$ cat src/design/gpu_bus_pkg.sv
package gpu_bus_pkg;

    localparam int AXI_ADDR_WIDTH = 32;
    localparam int AXI_DATA_WIDTH = 32;

    // byte address bits below a word
    localparam int WORD_OFFSET_BITS = 2;

    typedef logic [AXI_ADDR_WIDTH-1:0] axi_addr_t;
    typedef logic [AXI_DATA_WIDTH-1:0] axi_data_t;

endpackage

$ cat src/design/gpu_draw_pkg.sv
package gpu_draw_pkg;

    // sheet and screen positions, sizes
    typedef logic [15:0] coord_t;

    // colour or colour-table index
    typedef logic [15:0] colour_t;

    typedef logic [15:0] ct_addr_t;

    // value equals bits per pixel
    typedef enum logic [4:0] {
        BPP_1  = 5'd1,
        BPP_2  = 5'd2,
        BPP_4  = 5'd4,
        BPP_8  = 5'd8,
        BPP_16 = 5'd16
    } bpp_t;

endpackage

$ cat src/design/gpu_address_gen.sv
`timescale 1ns/1ps

module gpu_address_gen (
    input  logic                   clk,
    input  logic                   rst,

    input  logic                   in_valid,
    output logic                   in_ready,
    input  gpu_draw_pkg::coord_t   sheet_x,
    input  gpu_draw_pkg::coord_t   sheet_y,
    input  gpu_draw_pkg::coord_t   screen_x_in,
    input  gpu_draw_pkg::coord_t   screen_y_in,
    input  gpu_bus_pkg::axi_addr_t image_start,
    input  gpu_draw_pkg::coord_t   image_width,
    input  gpu_draw_pkg::bpp_t     bpp,

    output logic                   out_valid,
    input  logic                   out_ready,
    output gpu_bus_pkg::axi_addr_t word_addr,
    output logic [4:0]             bit_offset,
    output gpu_draw_pkg::coord_t   screen_x,
    output gpu_draw_pkg::coord_t   screen_y
);

    localparam int BIT_SEL = $clog2(gpu_bus_pkg::AXI_DATA_WIDTH);

    typedef enum logic [1:0] {S_EMPTY, S_FULL, S_BUF_FULL} buf_state_t;

    buf_state_t             state;
    gpu_bus_pkg::axi_addr_t pixel_index;
    gpu_bus_pkg::axi_addr_t bit_addr;
    gpu_bus_pkg::axi_addr_t next_word_addr;
    gpu_bus_pkg::axi_addr_t buf_word_addr;
    logic [4:0]             buf_bit_offset;
    gpu_draw_pkg::coord_t   buf_screen_x;
    gpu_draw_pkg::coord_t   buf_screen_y;
    logic                   in_xfer;
    logic                   out_xfer;
    logic                   load_out;
    logic                   load_buf;

    assign pixel_index = gpu_bus_pkg::axi_addr_t'(sheet_x)
                       + gpu_bus_pkg::axi_addr_t'(image_width) * gpu_bus_pkg::axi_addr_t'(sheet_y);
    assign bit_addr = pixel_index * gpu_bus_pkg::axi_addr_t'(bpp);
    assign next_word_addr = image_start
                          + ((bit_addr >> BIT_SEL) << gpu_bus_pkg::WORD_OFFSET_BITS);

    assign in_ready  = (state != S_BUF_FULL);
    assign out_valid = (state != S_EMPTY);
    assign in_xfer   = in_valid && in_ready;
    assign out_xfer  = out_valid && out_ready;
    assign load_out  = in_xfer && (state == S_EMPTY || out_xfer);
    assign load_buf  = in_xfer && state == S_FULL && !out_xfer; // output stalled

    always_ff @(posedge clk) begin
        if (rst) begin
            state <= S_EMPTY;
        end else begin
            case (state)
                S_EMPTY:  if (in_xfer) state <= S_FULL;
                S_FULL: begin
                    if (load_buf) state <= S_BUF_FULL;
                    else if (out_xfer && !in_xfer) state <= S_EMPTY;
                end
                default:  if (out_xfer) state <= S_FULL;
            endcase
        end
    end

    always_ff @(posedge clk) begin
        if (load_out) begin
            word_addr  <= next_word_addr;
            bit_offset <= bit_addr[BIT_SEL-1:0];
            screen_x   <= screen_x_in;
            screen_y   <= screen_y_in;
        end else if (state == S_BUF_FULL && out_xfer) begin
            word_addr  <= buf_word_addr;
            bit_offset <= buf_bit_offset;
            screen_x   <= buf_screen_x;
            screen_y   <= buf_screen_y;
        end
        if (load_buf) begin
            buf_word_addr  <= next_word_addr;
            buf_bit_offset <= bit_addr[BIT_SEL-1:0];
            buf_screen_x   <= screen_x_in;
            buf_screen_y   <= screen_y_in;
        end
    end

endmodule

$ cat src/design/gpu_pixel_fetch.sv
`timescale 1ns/1ps

module gpu_pixel_fetch (
    input  logic                   clk,
    input  logic                   rst,

    input  logic                   in_valid,
    output logic                   in_ready,
    input  gpu_bus_pkg::axi_addr_t word_addr,
    input  logic [4:0]             bit_offset,
    input  gpu_draw_pkg::coord_t   screen_x_in,
    input  gpu_draw_pkg::coord_t   screen_y_in,
    input  gpu_draw_pkg::bpp_t     bpp,

    output gpu_bus_pkg::axi_addr_t m_axil_araddr,
    output logic                   m_axil_arvalid,
    input  logic                   m_axil_arready,
    input  logic                   m_axil_rvalid,
    input  gpu_bus_pkg::axi_data_t m_axil_rdata,
    output logic                   m_axil_rready,

    output logic                   out_valid,
    output gpu_draw_pkg::colour_t  pixel,
    output gpu_draw_pkg::coord_t   screen_x,
    output gpu_draw_pkg::coord_t   screen_y
);

    localparam int TAG_LSB = gpu_bus_pkg::WORD_OFFSET_BITS;
    localparam int ADDR_W  = gpu_bus_pkg::AXI_ADDR_WIDTH;
    localparam int DATA_W  = gpu_bus_pkg::AXI_DATA_WIDTH;
    localparam int PIX_W   = $bits(gpu_draw_pkg::colour_t);

    typedef enum logic [1:0] {S_IDLE, S_ADDR, S_DATA, S_OUT} fetch_state_t;

    fetch_state_t           state;
    logic                   cache_valid;
    logic                   cache_hit;
    logic                   in_xfer;
    gpu_bus_pkg::axi_data_t cache_word;
    gpu_bus_pkg::axi_data_t aligned_word;
    logic [4:0]             offset_q;

    assign in_ready  = (state == S_IDLE);
    assign out_valid = (state == S_OUT);
    assign in_xfer   = in_valid && in_ready;

    // araddr doubles as the cache tag
    assign cache_hit = cache_valid &&
                       (m_axil_araddr[ADDR_W-1:TAG_LSB] == word_addr[ADDR_W-1:TAG_LSB]);

    // pixel MSB moved up to the word MSB, then the field right aligned
    assign aligned_word = cache_word << offset_q;
    assign pixel = aligned_word[DATA_W-1 -: PIX_W] >> (PIX_W - int'(bpp));

    always_ff @(posedge clk) begin
        if (rst) begin
            state          <= S_IDLE;
            m_axil_arvalid <= 1'b0;
            m_axil_rready  <= 1'b0;
            cache_valid    <= 1'b0;
        end else begin
            case (state)
                S_IDLE: begin
                    if (in_xfer) begin
                        if (cache_hit) begin
                            state <= S_OUT;
                        end else begin
                            state          <= S_ADDR;
                            m_axil_arvalid <= 1'b1;
                            cache_valid    <= 1'b0; // tag changes now
                        end
                    end
                end
                S_ADDR: begin
                    if (m_axil_arready) begin
                        m_axil_arvalid <= 1'b0;
                        m_axil_rready  <= 1'b1;
                        state          <= S_DATA;
                    end
                end
                S_DATA: begin
                    if (m_axil_rvalid) begin
                        m_axil_rready <= 1'b0;
                        cache_valid   <= 1'b1;
                        state         <= S_OUT;
                    end
                end
                default: state <= S_IDLE; // writer never stalls
            endcase
        end
    end

    always_ff @(posedge clk) begin
        if (in_xfer) begin
            offset_q <= bit_offset;
            screen_x <= screen_x_in;
            screen_y <= screen_y_in;
            if (!cache_hit) m_axil_araddr <= {word_addr[ADDR_W-1:TAG_LSB], {TAG_LSB{1'b0}}};
        end
        if (state == S_DATA && m_axil_rvalid) cache_word <= m_axil_rdata;
    end

endmodule

$ cat src/design/gpu_pixel_writer.sv
`timescale 1ns/1ps

module gpu_pixel_writer (
    input  logic                   clk,
    input  logic                   rst,

    input  logic                   in_valid,
    input  gpu_draw_pkg::colour_t  pixel,
    input  gpu_draw_pkg::coord_t   screen_x,
    input  gpu_draw_pkg::coord_t   screen_y,
    input  logic                   ct_enable,
    input  gpu_draw_pkg::ct_addr_t ct_offset,

    output gpu_draw_pkg::ct_addr_t ct_address,
    input  gpu_draw_pkg::colour_t  ct_colour,

    output gpu_draw_pkg::coord_t   fb_x,
    output gpu_draw_pkg::coord_t   fb_y,
    output gpu_draw_pkg::colour_t  fb_colour,
    output logic                   fb_write,
    output logic                   busy
);

    gpu_draw_pkg::colour_t value_q; // raw pixel or table address

    assign ct_address = gpu_draw_pkg::ct_addr_t'(value_q);
    assign fb_colour  = ct_enable ? ct_colour : value_q;
    assign busy       = fb_write;

    always_ff @(posedge clk) begin
        if (rst) fb_write <= 1'b0;
        else     fb_write <= in_valid;
    end

    // table entries are two addresses apart
    always_ff @(posedge clk) begin
        if (in_valid) begin
            fb_x    <= screen_x;
            fb_y    <= screen_y;
            value_q <= ct_enable ? gpu_draw_pkg::colour_t'(ct_offset + (pixel << 1)) : pixel;
        end
    end

endmodule

$ cat src/design/gpu_rect_walker.sv
`timescale 1ns/1ps

module gpu_rect_walker #(
    parameter int FB_WIDTH  = 400,
    parameter int FB_HEIGHT = 240
) (
    input  logic                 clk,
    input  logic                 rst,

    input  logic                 command_draw,
    output logic                 in_ready,
    input  gpu_draw_pkg::coord_t image_x,
    input  gpu_draw_pkg::coord_t image_y,
    input  gpu_draw_pkg::coord_t screen_x_start,
    input  gpu_draw_pkg::coord_t screen_y_start,
    input  gpu_draw_pkg::coord_t width,
    input  gpu_draw_pkg::coord_t height,
    input  logic                 mirror_x,
    input  logic                 mirror_y,

    output logic                 out_valid,
    input  logic                 out_ready,
    output gpu_draw_pkg::coord_t sheet_x,
    output gpu_draw_pkg::coord_t sheet_y,
    output gpu_draw_pkg::coord_t screen_x,
    output gpu_draw_pkg::coord_t screen_y
);

    gpu_draw_pkg::coord_t base_x;
    gpu_draw_pkg::coord_t base_y;
    gpu_draw_pkg::coord_t origin_x;
    gpu_draw_pkg::coord_t origin_y;
    gpu_draw_pkg::coord_t rect_w;
    gpu_draw_pkg::coord_t rect_h;
    gpu_draw_pkg::coord_t col;
    gpu_draw_pkg::coord_t row;
    logic                 flip_x;
    logic                 flip_y;
    logic                 active;
    logic                 in_bounds;
    logic                 last_col;
    logic                 last_row;
    logic                 out_xfer;

    assign sheet_x = base_x + col;
    assign sheet_y = base_y + row;

    // mirror within the rectangle, sheet order stays raster
    assign screen_x = flip_x ? origin_x + (rect_w - 16'd1) - col : origin_x + col;
    assign screen_y = flip_y ? origin_y + (rect_h - 16'd1) - row : origin_y + row;

    assign in_bounds = (screen_x < FB_WIDTH) && (screen_y < FB_HEIGHT);
    assign out_valid = active && in_bounds;
    assign out_xfer  = out_valid && out_ready;
    assign last_col  = (col == rect_w - 16'd1);
    assign last_row  = (row == rect_h - 16'd1);

    always_ff @(posedge clk) begin
        if (rst) begin
            active   <= 1'b0;
            in_ready <= 1'b0;
        end else if (!active) begin
            in_ready <= 1'b1;
            if (command_draw && in_ready && width != '0 && height != '0) begin
                active   <= 1'b1;
                in_ready <= 1'b0;
            end
        end else if (!in_bounds || (out_xfer && last_col && last_row)) begin
            active   <= 1'b0; // clipped or done
            in_ready <= 1'b1;
        end
    end

    // command fields follow the inputs until a command starts
    always_ff @(posedge clk) begin
        if (!active) begin
            base_x   <= image_x;
            base_y   <= image_y;
            origin_x <= screen_x_start;
            origin_y <= screen_y_start;
            rect_w   <= width;
            rect_h   <= height;
            flip_x   <= mirror_x;
            flip_y   <= mirror_y;
            col      <= '0;
            row      <= '0;
        end else if (out_xfer) begin
            if (last_col) begin
                col <= '0;
                row <= row + 16'd1;
            end else begin
                col <= col + 16'd1;
            end
        end
    end

endmodule

$ cat src/design/gpu_top.sv
`timescale 1ns/1ps

module gpu_top #(
    parameter int FB_WIDTH  = 400,
    parameter int FB_HEIGHT = 240
) (
    input  logic                   clk,
    input  logic                   rst,

    input  gpu_bus_pkg::axi_addr_t image_start,
    input  gpu_draw_pkg::coord_t   image_x,
    input  gpu_draw_pkg::coord_t   image_y,
    input  gpu_draw_pkg::coord_t   image_width,
    input  gpu_draw_pkg::coord_t   excerpt_width,
    input  gpu_draw_pkg::coord_t   excerpt_height,
    input  gpu_draw_pkg::coord_t   screen_x,
    input  gpu_draw_pkg::coord_t   screen_y,
    input  logic                   mirror_x,
    input  logic                   mirror_y,
    input  gpu_draw_pkg::bpp_t     bpp,
    input  logic                   ct_enable,
    input  gpu_draw_pkg::ct_addr_t ct_offset,
    input  logic                   command_draw,
    output logic                   is_busy,

    output gpu_bus_pkg::axi_addr_t m_axil_araddr,
    output logic                   m_axil_arvalid,
    input  logic                   m_axil_arready,
    input  gpu_bus_pkg::axi_data_t m_axil_rdata,
    input  logic                   m_axil_rvalid,
    output logic                   m_axil_rready,

    output gpu_draw_pkg::ct_addr_t ct_address,
    input  gpu_draw_pkg::colour_t  ct_colour,

    output gpu_draw_pkg::coord_t   fb_x,
    output gpu_draw_pkg::coord_t   fb_y,
    output gpu_draw_pkg::colour_t  fb_colour,
    output logic                   fb_write
);

    logic                   walk_ready;
    logic                   walk_valid;
    gpu_draw_pkg::coord_t   walk_sheet_x;
    gpu_draw_pkg::coord_t   walk_sheet_y;
    gpu_draw_pkg::coord_t   walk_screen_x;
    gpu_draw_pkg::coord_t   walk_screen_y;
    logic                   addr_ready;
    logic                   addr_valid;
    gpu_bus_pkg::axi_addr_t addr_word;
    logic [4:0]             addr_bit_offset;
    gpu_draw_pkg::coord_t   addr_screen_x;
    gpu_draw_pkg::coord_t   addr_screen_y;
    logic                   fetch_ready;
    logic                   fetch_valid;
    gpu_draw_pkg::colour_t  fetch_pixel;
    gpu_draw_pkg::coord_t   fetch_screen_x;
    gpu_draw_pkg::coord_t   fetch_screen_y;
    logic                   writer_busy;

    // idle only with every stage drained
    assign is_busy = !(walk_ready && !addr_valid && fetch_ready && !writer_busy);

    gpu_rect_walker #(
        .FB_WIDTH  (FB_WIDTH),
        .FB_HEIGHT (FB_HEIGHT)
    ) u_rect_walker (
        .clk            (clk),
        .rst            (rst),
        .command_draw   (command_draw && !is_busy),
        .in_ready       (walk_ready),
        .image_x        (image_x),
        .image_y        (image_y),
        .screen_x_start (screen_x),
        .screen_y_start (screen_y),
        .width          (excerpt_width),
        .height         (excerpt_height),
        .mirror_x       (mirror_x),
        .mirror_y       (mirror_y),
        .out_valid      (walk_valid),
        .out_ready      (addr_ready),
        .sheet_x        (walk_sheet_x),
        .sheet_y        (walk_sheet_y),
        .screen_x       (walk_screen_x),
        .screen_y       (walk_screen_y)
    );

    gpu_address_gen u_address_gen (
        .clk         (clk),
        .rst         (rst),
        .in_valid    (walk_valid),
        .in_ready    (addr_ready),
        .sheet_x     (walk_sheet_x),
        .sheet_y     (walk_sheet_y),
        .screen_x_in (walk_screen_x),
        .screen_y_in (walk_screen_y),
        .image_start (image_start),
        .image_width (image_width),
        .bpp         (bpp),
        .out_valid   (addr_valid),
        .out_ready   (fetch_ready),
        .word_addr   (addr_word),
        .bit_offset  (addr_bit_offset),
        .screen_x    (addr_screen_x),
        .screen_y    (addr_screen_y)
    );

    gpu_pixel_fetch u_pixel_fetch (
        .clk            (clk),
        .rst            (rst),
        .in_valid       (addr_valid),
        .in_ready       (fetch_ready),
        .word_addr      (addr_word),
        .bit_offset     (addr_bit_offset),
        .screen_x_in    (addr_screen_x),
        .screen_y_in    (addr_screen_y),
        .bpp            (bpp),
        .m_axil_araddr  (m_axil_araddr),
        .m_axil_arvalid (m_axil_arvalid),
        .m_axil_arready (m_axil_arready),
        .m_axil_rvalid  (m_axil_rvalid),
        .m_axil_rdata   (m_axil_rdata),
        .m_axil_rready  (m_axil_rready),
        .out_valid      (fetch_valid),
        .pixel          (fetch_pixel),
        .screen_x       (fetch_screen_x),
        .screen_y       (fetch_screen_y)
    );

    gpu_pixel_writer u_pixel_writer (
        .clk        (clk),
        .rst        (rst),
        .in_valid   (fetch_valid),
        .pixel      (fetch_pixel),
        .screen_x   (fetch_screen_x),
        .screen_y   (fetch_screen_y),
        .ct_enable  (ct_enable),
        .ct_offset  (ct_offset),
        .ct_address (ct_address),
        .ct_colour  (ct_colour),
        .fb_x       (fb_x),
        .fb_y       (fb_y),
        .fb_colour  (fb_colour),
        .fb_write   (fb_write),
        .busy       (writer_busy)
    );

endmodule

$ cat config.mk
export PLATFORM = sky130hd
export DESIGN_NAME = gpu_top
export DESIGN_NICKNAME = d
export VERILOG_FILES = /design/src/design/gpu_bus_pkg.sv /design/src/design/gpu_draw_pkg.sv /design/src/design/gpu_address_gen.sv /design/src/design/gpu_pixel_fetch.sv /design/src/design/gpu_pixel_writer.sv /design/src/design/gpu_rect_walker.sv /design/src/design/gpu_top.sv
export SDC_FILE = /design/constraint.sdc
export NUM_CORES = 2
export LEC_CHECK = 0
export BUFFER_PORTS_ARGS = -buffer_cell sky130_fd_sc_hd__buf_2
export CORE_UTILIZATION = 38
export CTS_CLUSTER_DIAMETER = 200
export DETAILED_ROUTE_END_ITERATION = 8
export GPL_ROUTABILITY_DRIVEN = 1
export GPL_TIMING_DRIVEN = 0
export PLACE_DENSITY_LB_ADDON = 0.1
export SLEW_MARGIN = 20
export SYNTH_ARGS = -nofsm -noshare
export SYNTH_HDL_FRONTEND = slang
export SYNTH_SLANG_ARGS = --single-unit
$ cat constraint.sdc
create_clock -name clk -period 12.8 [get_ports clk]
set_clock_uncertainty 0.2 [all_clocks]
set_input_delay 2.56 -clock clk [delete_from_list [all_inputs] [get_ports clk]]
set_output_delay 2.56 -clock clk [all_outputs]
set_load 0.02 [all_outputs]
==> flow_summary.json <==
{
  "status": "finished with violations",
  "violations": "negative setup slack",
  "period_needed_ns": 12.84,
  "setup_violations": 2,
  "die_width_um": 322.4,
  "drc_errors": 0,
  "worst-setup-path-type": "primary input to register",
  "synth_compound_area_share_pct": 10.84,
  "multi_input_area_mm2": 0.02546,
  "synth-async-reset-ratio_pct": 0,
  "hold_path.class": "register to register",
  "ys.warnings.count": 0,
  "gp_congestion": 0.8931,
  "core_mm2": 0.1017,
  "first_global_vias": 29550,
  "synth_cell_types": 88,
  "seq_area_mm2": 0.01223,
  "vias": 29220,
  "r2r_end": "u_address_gen.word_addr[31]",
  "start_util_pct": 38.35,
  "clock.fmax_mhz": 77.89,
  "slowest_stage": "fa_1",
  "port_buffers": 302,
  "die-area_mm2": 0.1040,
  "antenna_found_initial": 6,
  "crit_path_end_kind": "register",
  "synthTopCellsByCount": "inv_1, edfxtp_1, fa_1",
  "drive_gt1_share_pct": 20.06,
  "wirelength_mm": 112.8,
  "nets": 5109,
  "relSlewSlack_pct": 37.16,
  "hpwl_mm": 90.92,
  "worstMarginPinSlew_ns": 0.9346,
  "crit_arrival_ns": 13.02,
  "synth_most_common_cell": "inv_1",
  "dr.pass1.iters": 7,
  "core.rowCount": 117,
  "utilization_pct": 45.49,
  "grt_usage_pct": 21.60,
  "wire_per_inst_um": 19.94,
  "synthCells": 3780,
  "yosysSeqAreaShare_pct": 31.32,
  "synth_top_area_cell": "edfxtp_1",
  "synth.top_cell.area_share_pct": 29.17,
  "hold_violations": 0,
  "die_height_um": 322.4,
  "ios": 321,
  "rsz0062_at_grt": "true",
  "drv_slew": 0,
  "clockBufferDepth": 3,
  "fin_crit_sh_pct": 100.3,
  "critPathLaunch": "image_width[11]",
  "cap_violations": 0,
  "synth_seq_cells": 421,
  "crit_fanout": 10,
  "synthFlopType": "edfxtp_1",
  "area_growth_pct": 18.62,
  "avgSynthCellArea_um2": 10.32,
  "ys_top_cells_by_area": "edfxtp_1, fa_1, ha_1",
  "synth_simple_gate_area_share_pct": 14.13,
  "root_buffer": "clkbuf_16",
  "fin_ws_ns": -0.03809,
  "synth_top_family_by_area": "adder cells",
  "clk_pin_slew_ns": 0.06,
  "holdPathStages": 0,
  "avgViaCountPerCell": 5.165,
  "cts_inserted_buffers": 52,
  "r2r-start": "u_rect_walker.base_y[1]",
  "tritoncts": "built",
  "synth_fa_ha_area_share_pct": 26.95,
  "grt_max_degree": 54,
  "rrSetupSlack_ns": 0.07,
  "grt_overflow_total": 0,
  "cpMostUsedCell": "fa_1",
  "grt_pass1_wl_mm": 173.5,
  "synth_mux_area_share_pct": 5.298,
  "drtIter0Drc": 1704,
  "hold_end": "u_pixel_fetch.screen_y[0]",
  "finalSetupTns_ns": -0.05126,
  "cp.required_ns": 12.98,
  "rr_worst_depth": 56,
  "htree_levels": 2,
  "cts_sinks": 421,
  "hp-start": "u_address_gen.screen_y[0]",
  "clk_latency_ns": 0.65,
  "synth_xor_area_share_pct": 5.166,
  "synth_edf_count": 379,
  "nFillCells": 9733,
  "start_kind": "primary input",
  "crit_path_max_incr_delay_ns": 0.54,
  "ant_nets": 0,
  "syn-cell-area_mm2": 0.03902
}
worst max-delay path by stage:
| stage | cells after the start | to |
|---|---|---|
| floorplan | 46 | u_address_gen.word_addr[30] |
| global placement | 16 | u_address_gen.buf_word_addr[29] |
| detailed placement | 53 | u_address_gen.word_addr[31] |
| CTS | 44 | u_address_gen.word_addr[30] |
| global route | 56 | u_address_gen.word_addr[31] |
| finish | 44 | u_address_gen.word_addr[31] |
cell usage in the layout (no fill, tap or decap), types with 84 or more instances in the layout:
master,count
nand2_1,314
inv_1,478
edfxtp_1,379
nor2_1,131
fa_1,325
a21oi_1,132
and2_1,193
ha_1,289
xnor2_1,133
clkbuf_1,101
buf_4,96
buf_2,323
o21ai_0,84
registers in the layout, indices dropped and copies added (netlist names), 30 cells and up:
| signal | cells |
|---|---|
| u_address_gen.buf_word_addr | 30 |
| u_address_gen.word_addr | 30 |
| u_pixel_fetch.cache_word | 32 |
| u_pixel_fetch.m_axil_araddr | 30 |
per-layer routing:
| metal | up-vias | track usage [%] | wire length [µm] |
|---|---|---|---|
| li1 | 14080 | - | - |
| met5 | - | 0 | 63 |
| met4 | 10 | 4.868 | 2413 |
| met2 | 658 | 35.79 | 52490 |
| met1 | 14340 | 30.01 | 53290 |
| met3 | 134 | 2.725 | 4570 |
timing repair:
item / CTS / global route
setup buffers: 35 / 56
resized for setup: 152 / 158
pin swaps: 40 / 81
setup endpoints to repair: 28 / 18
hold buffers: 0 / 0
metrics by stage:
| step | area [µm²] | cells | hold WS (ns) | setup slack [ns] |
|---|---|---|---|---|
| 2_1_floorplan | 39140 | 3781 | 0.2003 | 0.001655 |
| 3_3_place_gp | 42360 | 5451 | 0.2022 | -3.058 |
| 3_5_place_dp | 42610 | 5468 | 0.2045 | -1.979 |
| 4_1_cts | 45230 | 5600 | 0.1644 | 0.002623 |
| 5_1_grt | 46270 | 5656 | 0.1672 | -0.4300 |
| 6_report | 46280 | 5658 | 0.1663 | -0.03809 |
cell type report:
class	count	area share (%)
Multi-Input combinational cell	2717	55.02
Sequential cell	421	26.43
Timing Repair Buffer	410	5.231
Inverter	494	4.026
Tap cell	1368	3.698
Clock buffer	71	3.074
Buffer	149	1.871
Clock inverter	26	0.6380
Antenna cell	2	0.01081
cells by family (layout without fill, tap and decap cells):
logic type | Yosys count | after routing
xor gates and xnor gates | 227 | 227
muxes | 161 | 161
and+or+nand+nor | 1059 | 1059
other | 1 | 4
buffers and inverters | 643 | 1150
AOI/OAI and AO/OA | 625 | 625
DFF | 421 | 421
adders and majority gates | 643 | 643
critical path: cells and delay by family:
kind / cells / cell delay [ns]
adder cells (fa/ha/maj): 12 / 5.33
AO/OA/AOI/OAI: 13 / 2.32
buffers and inverters: 10 / 1.12
AND/OR/NAND/NOR: 5 / 0.92
XOR/XNOR: 3 / 0.48
multiplexers: 1 / 0.26
Power is not shown: default switching activity piles up to over one toggle a cycle in this logic, so the estimate is an artifact.
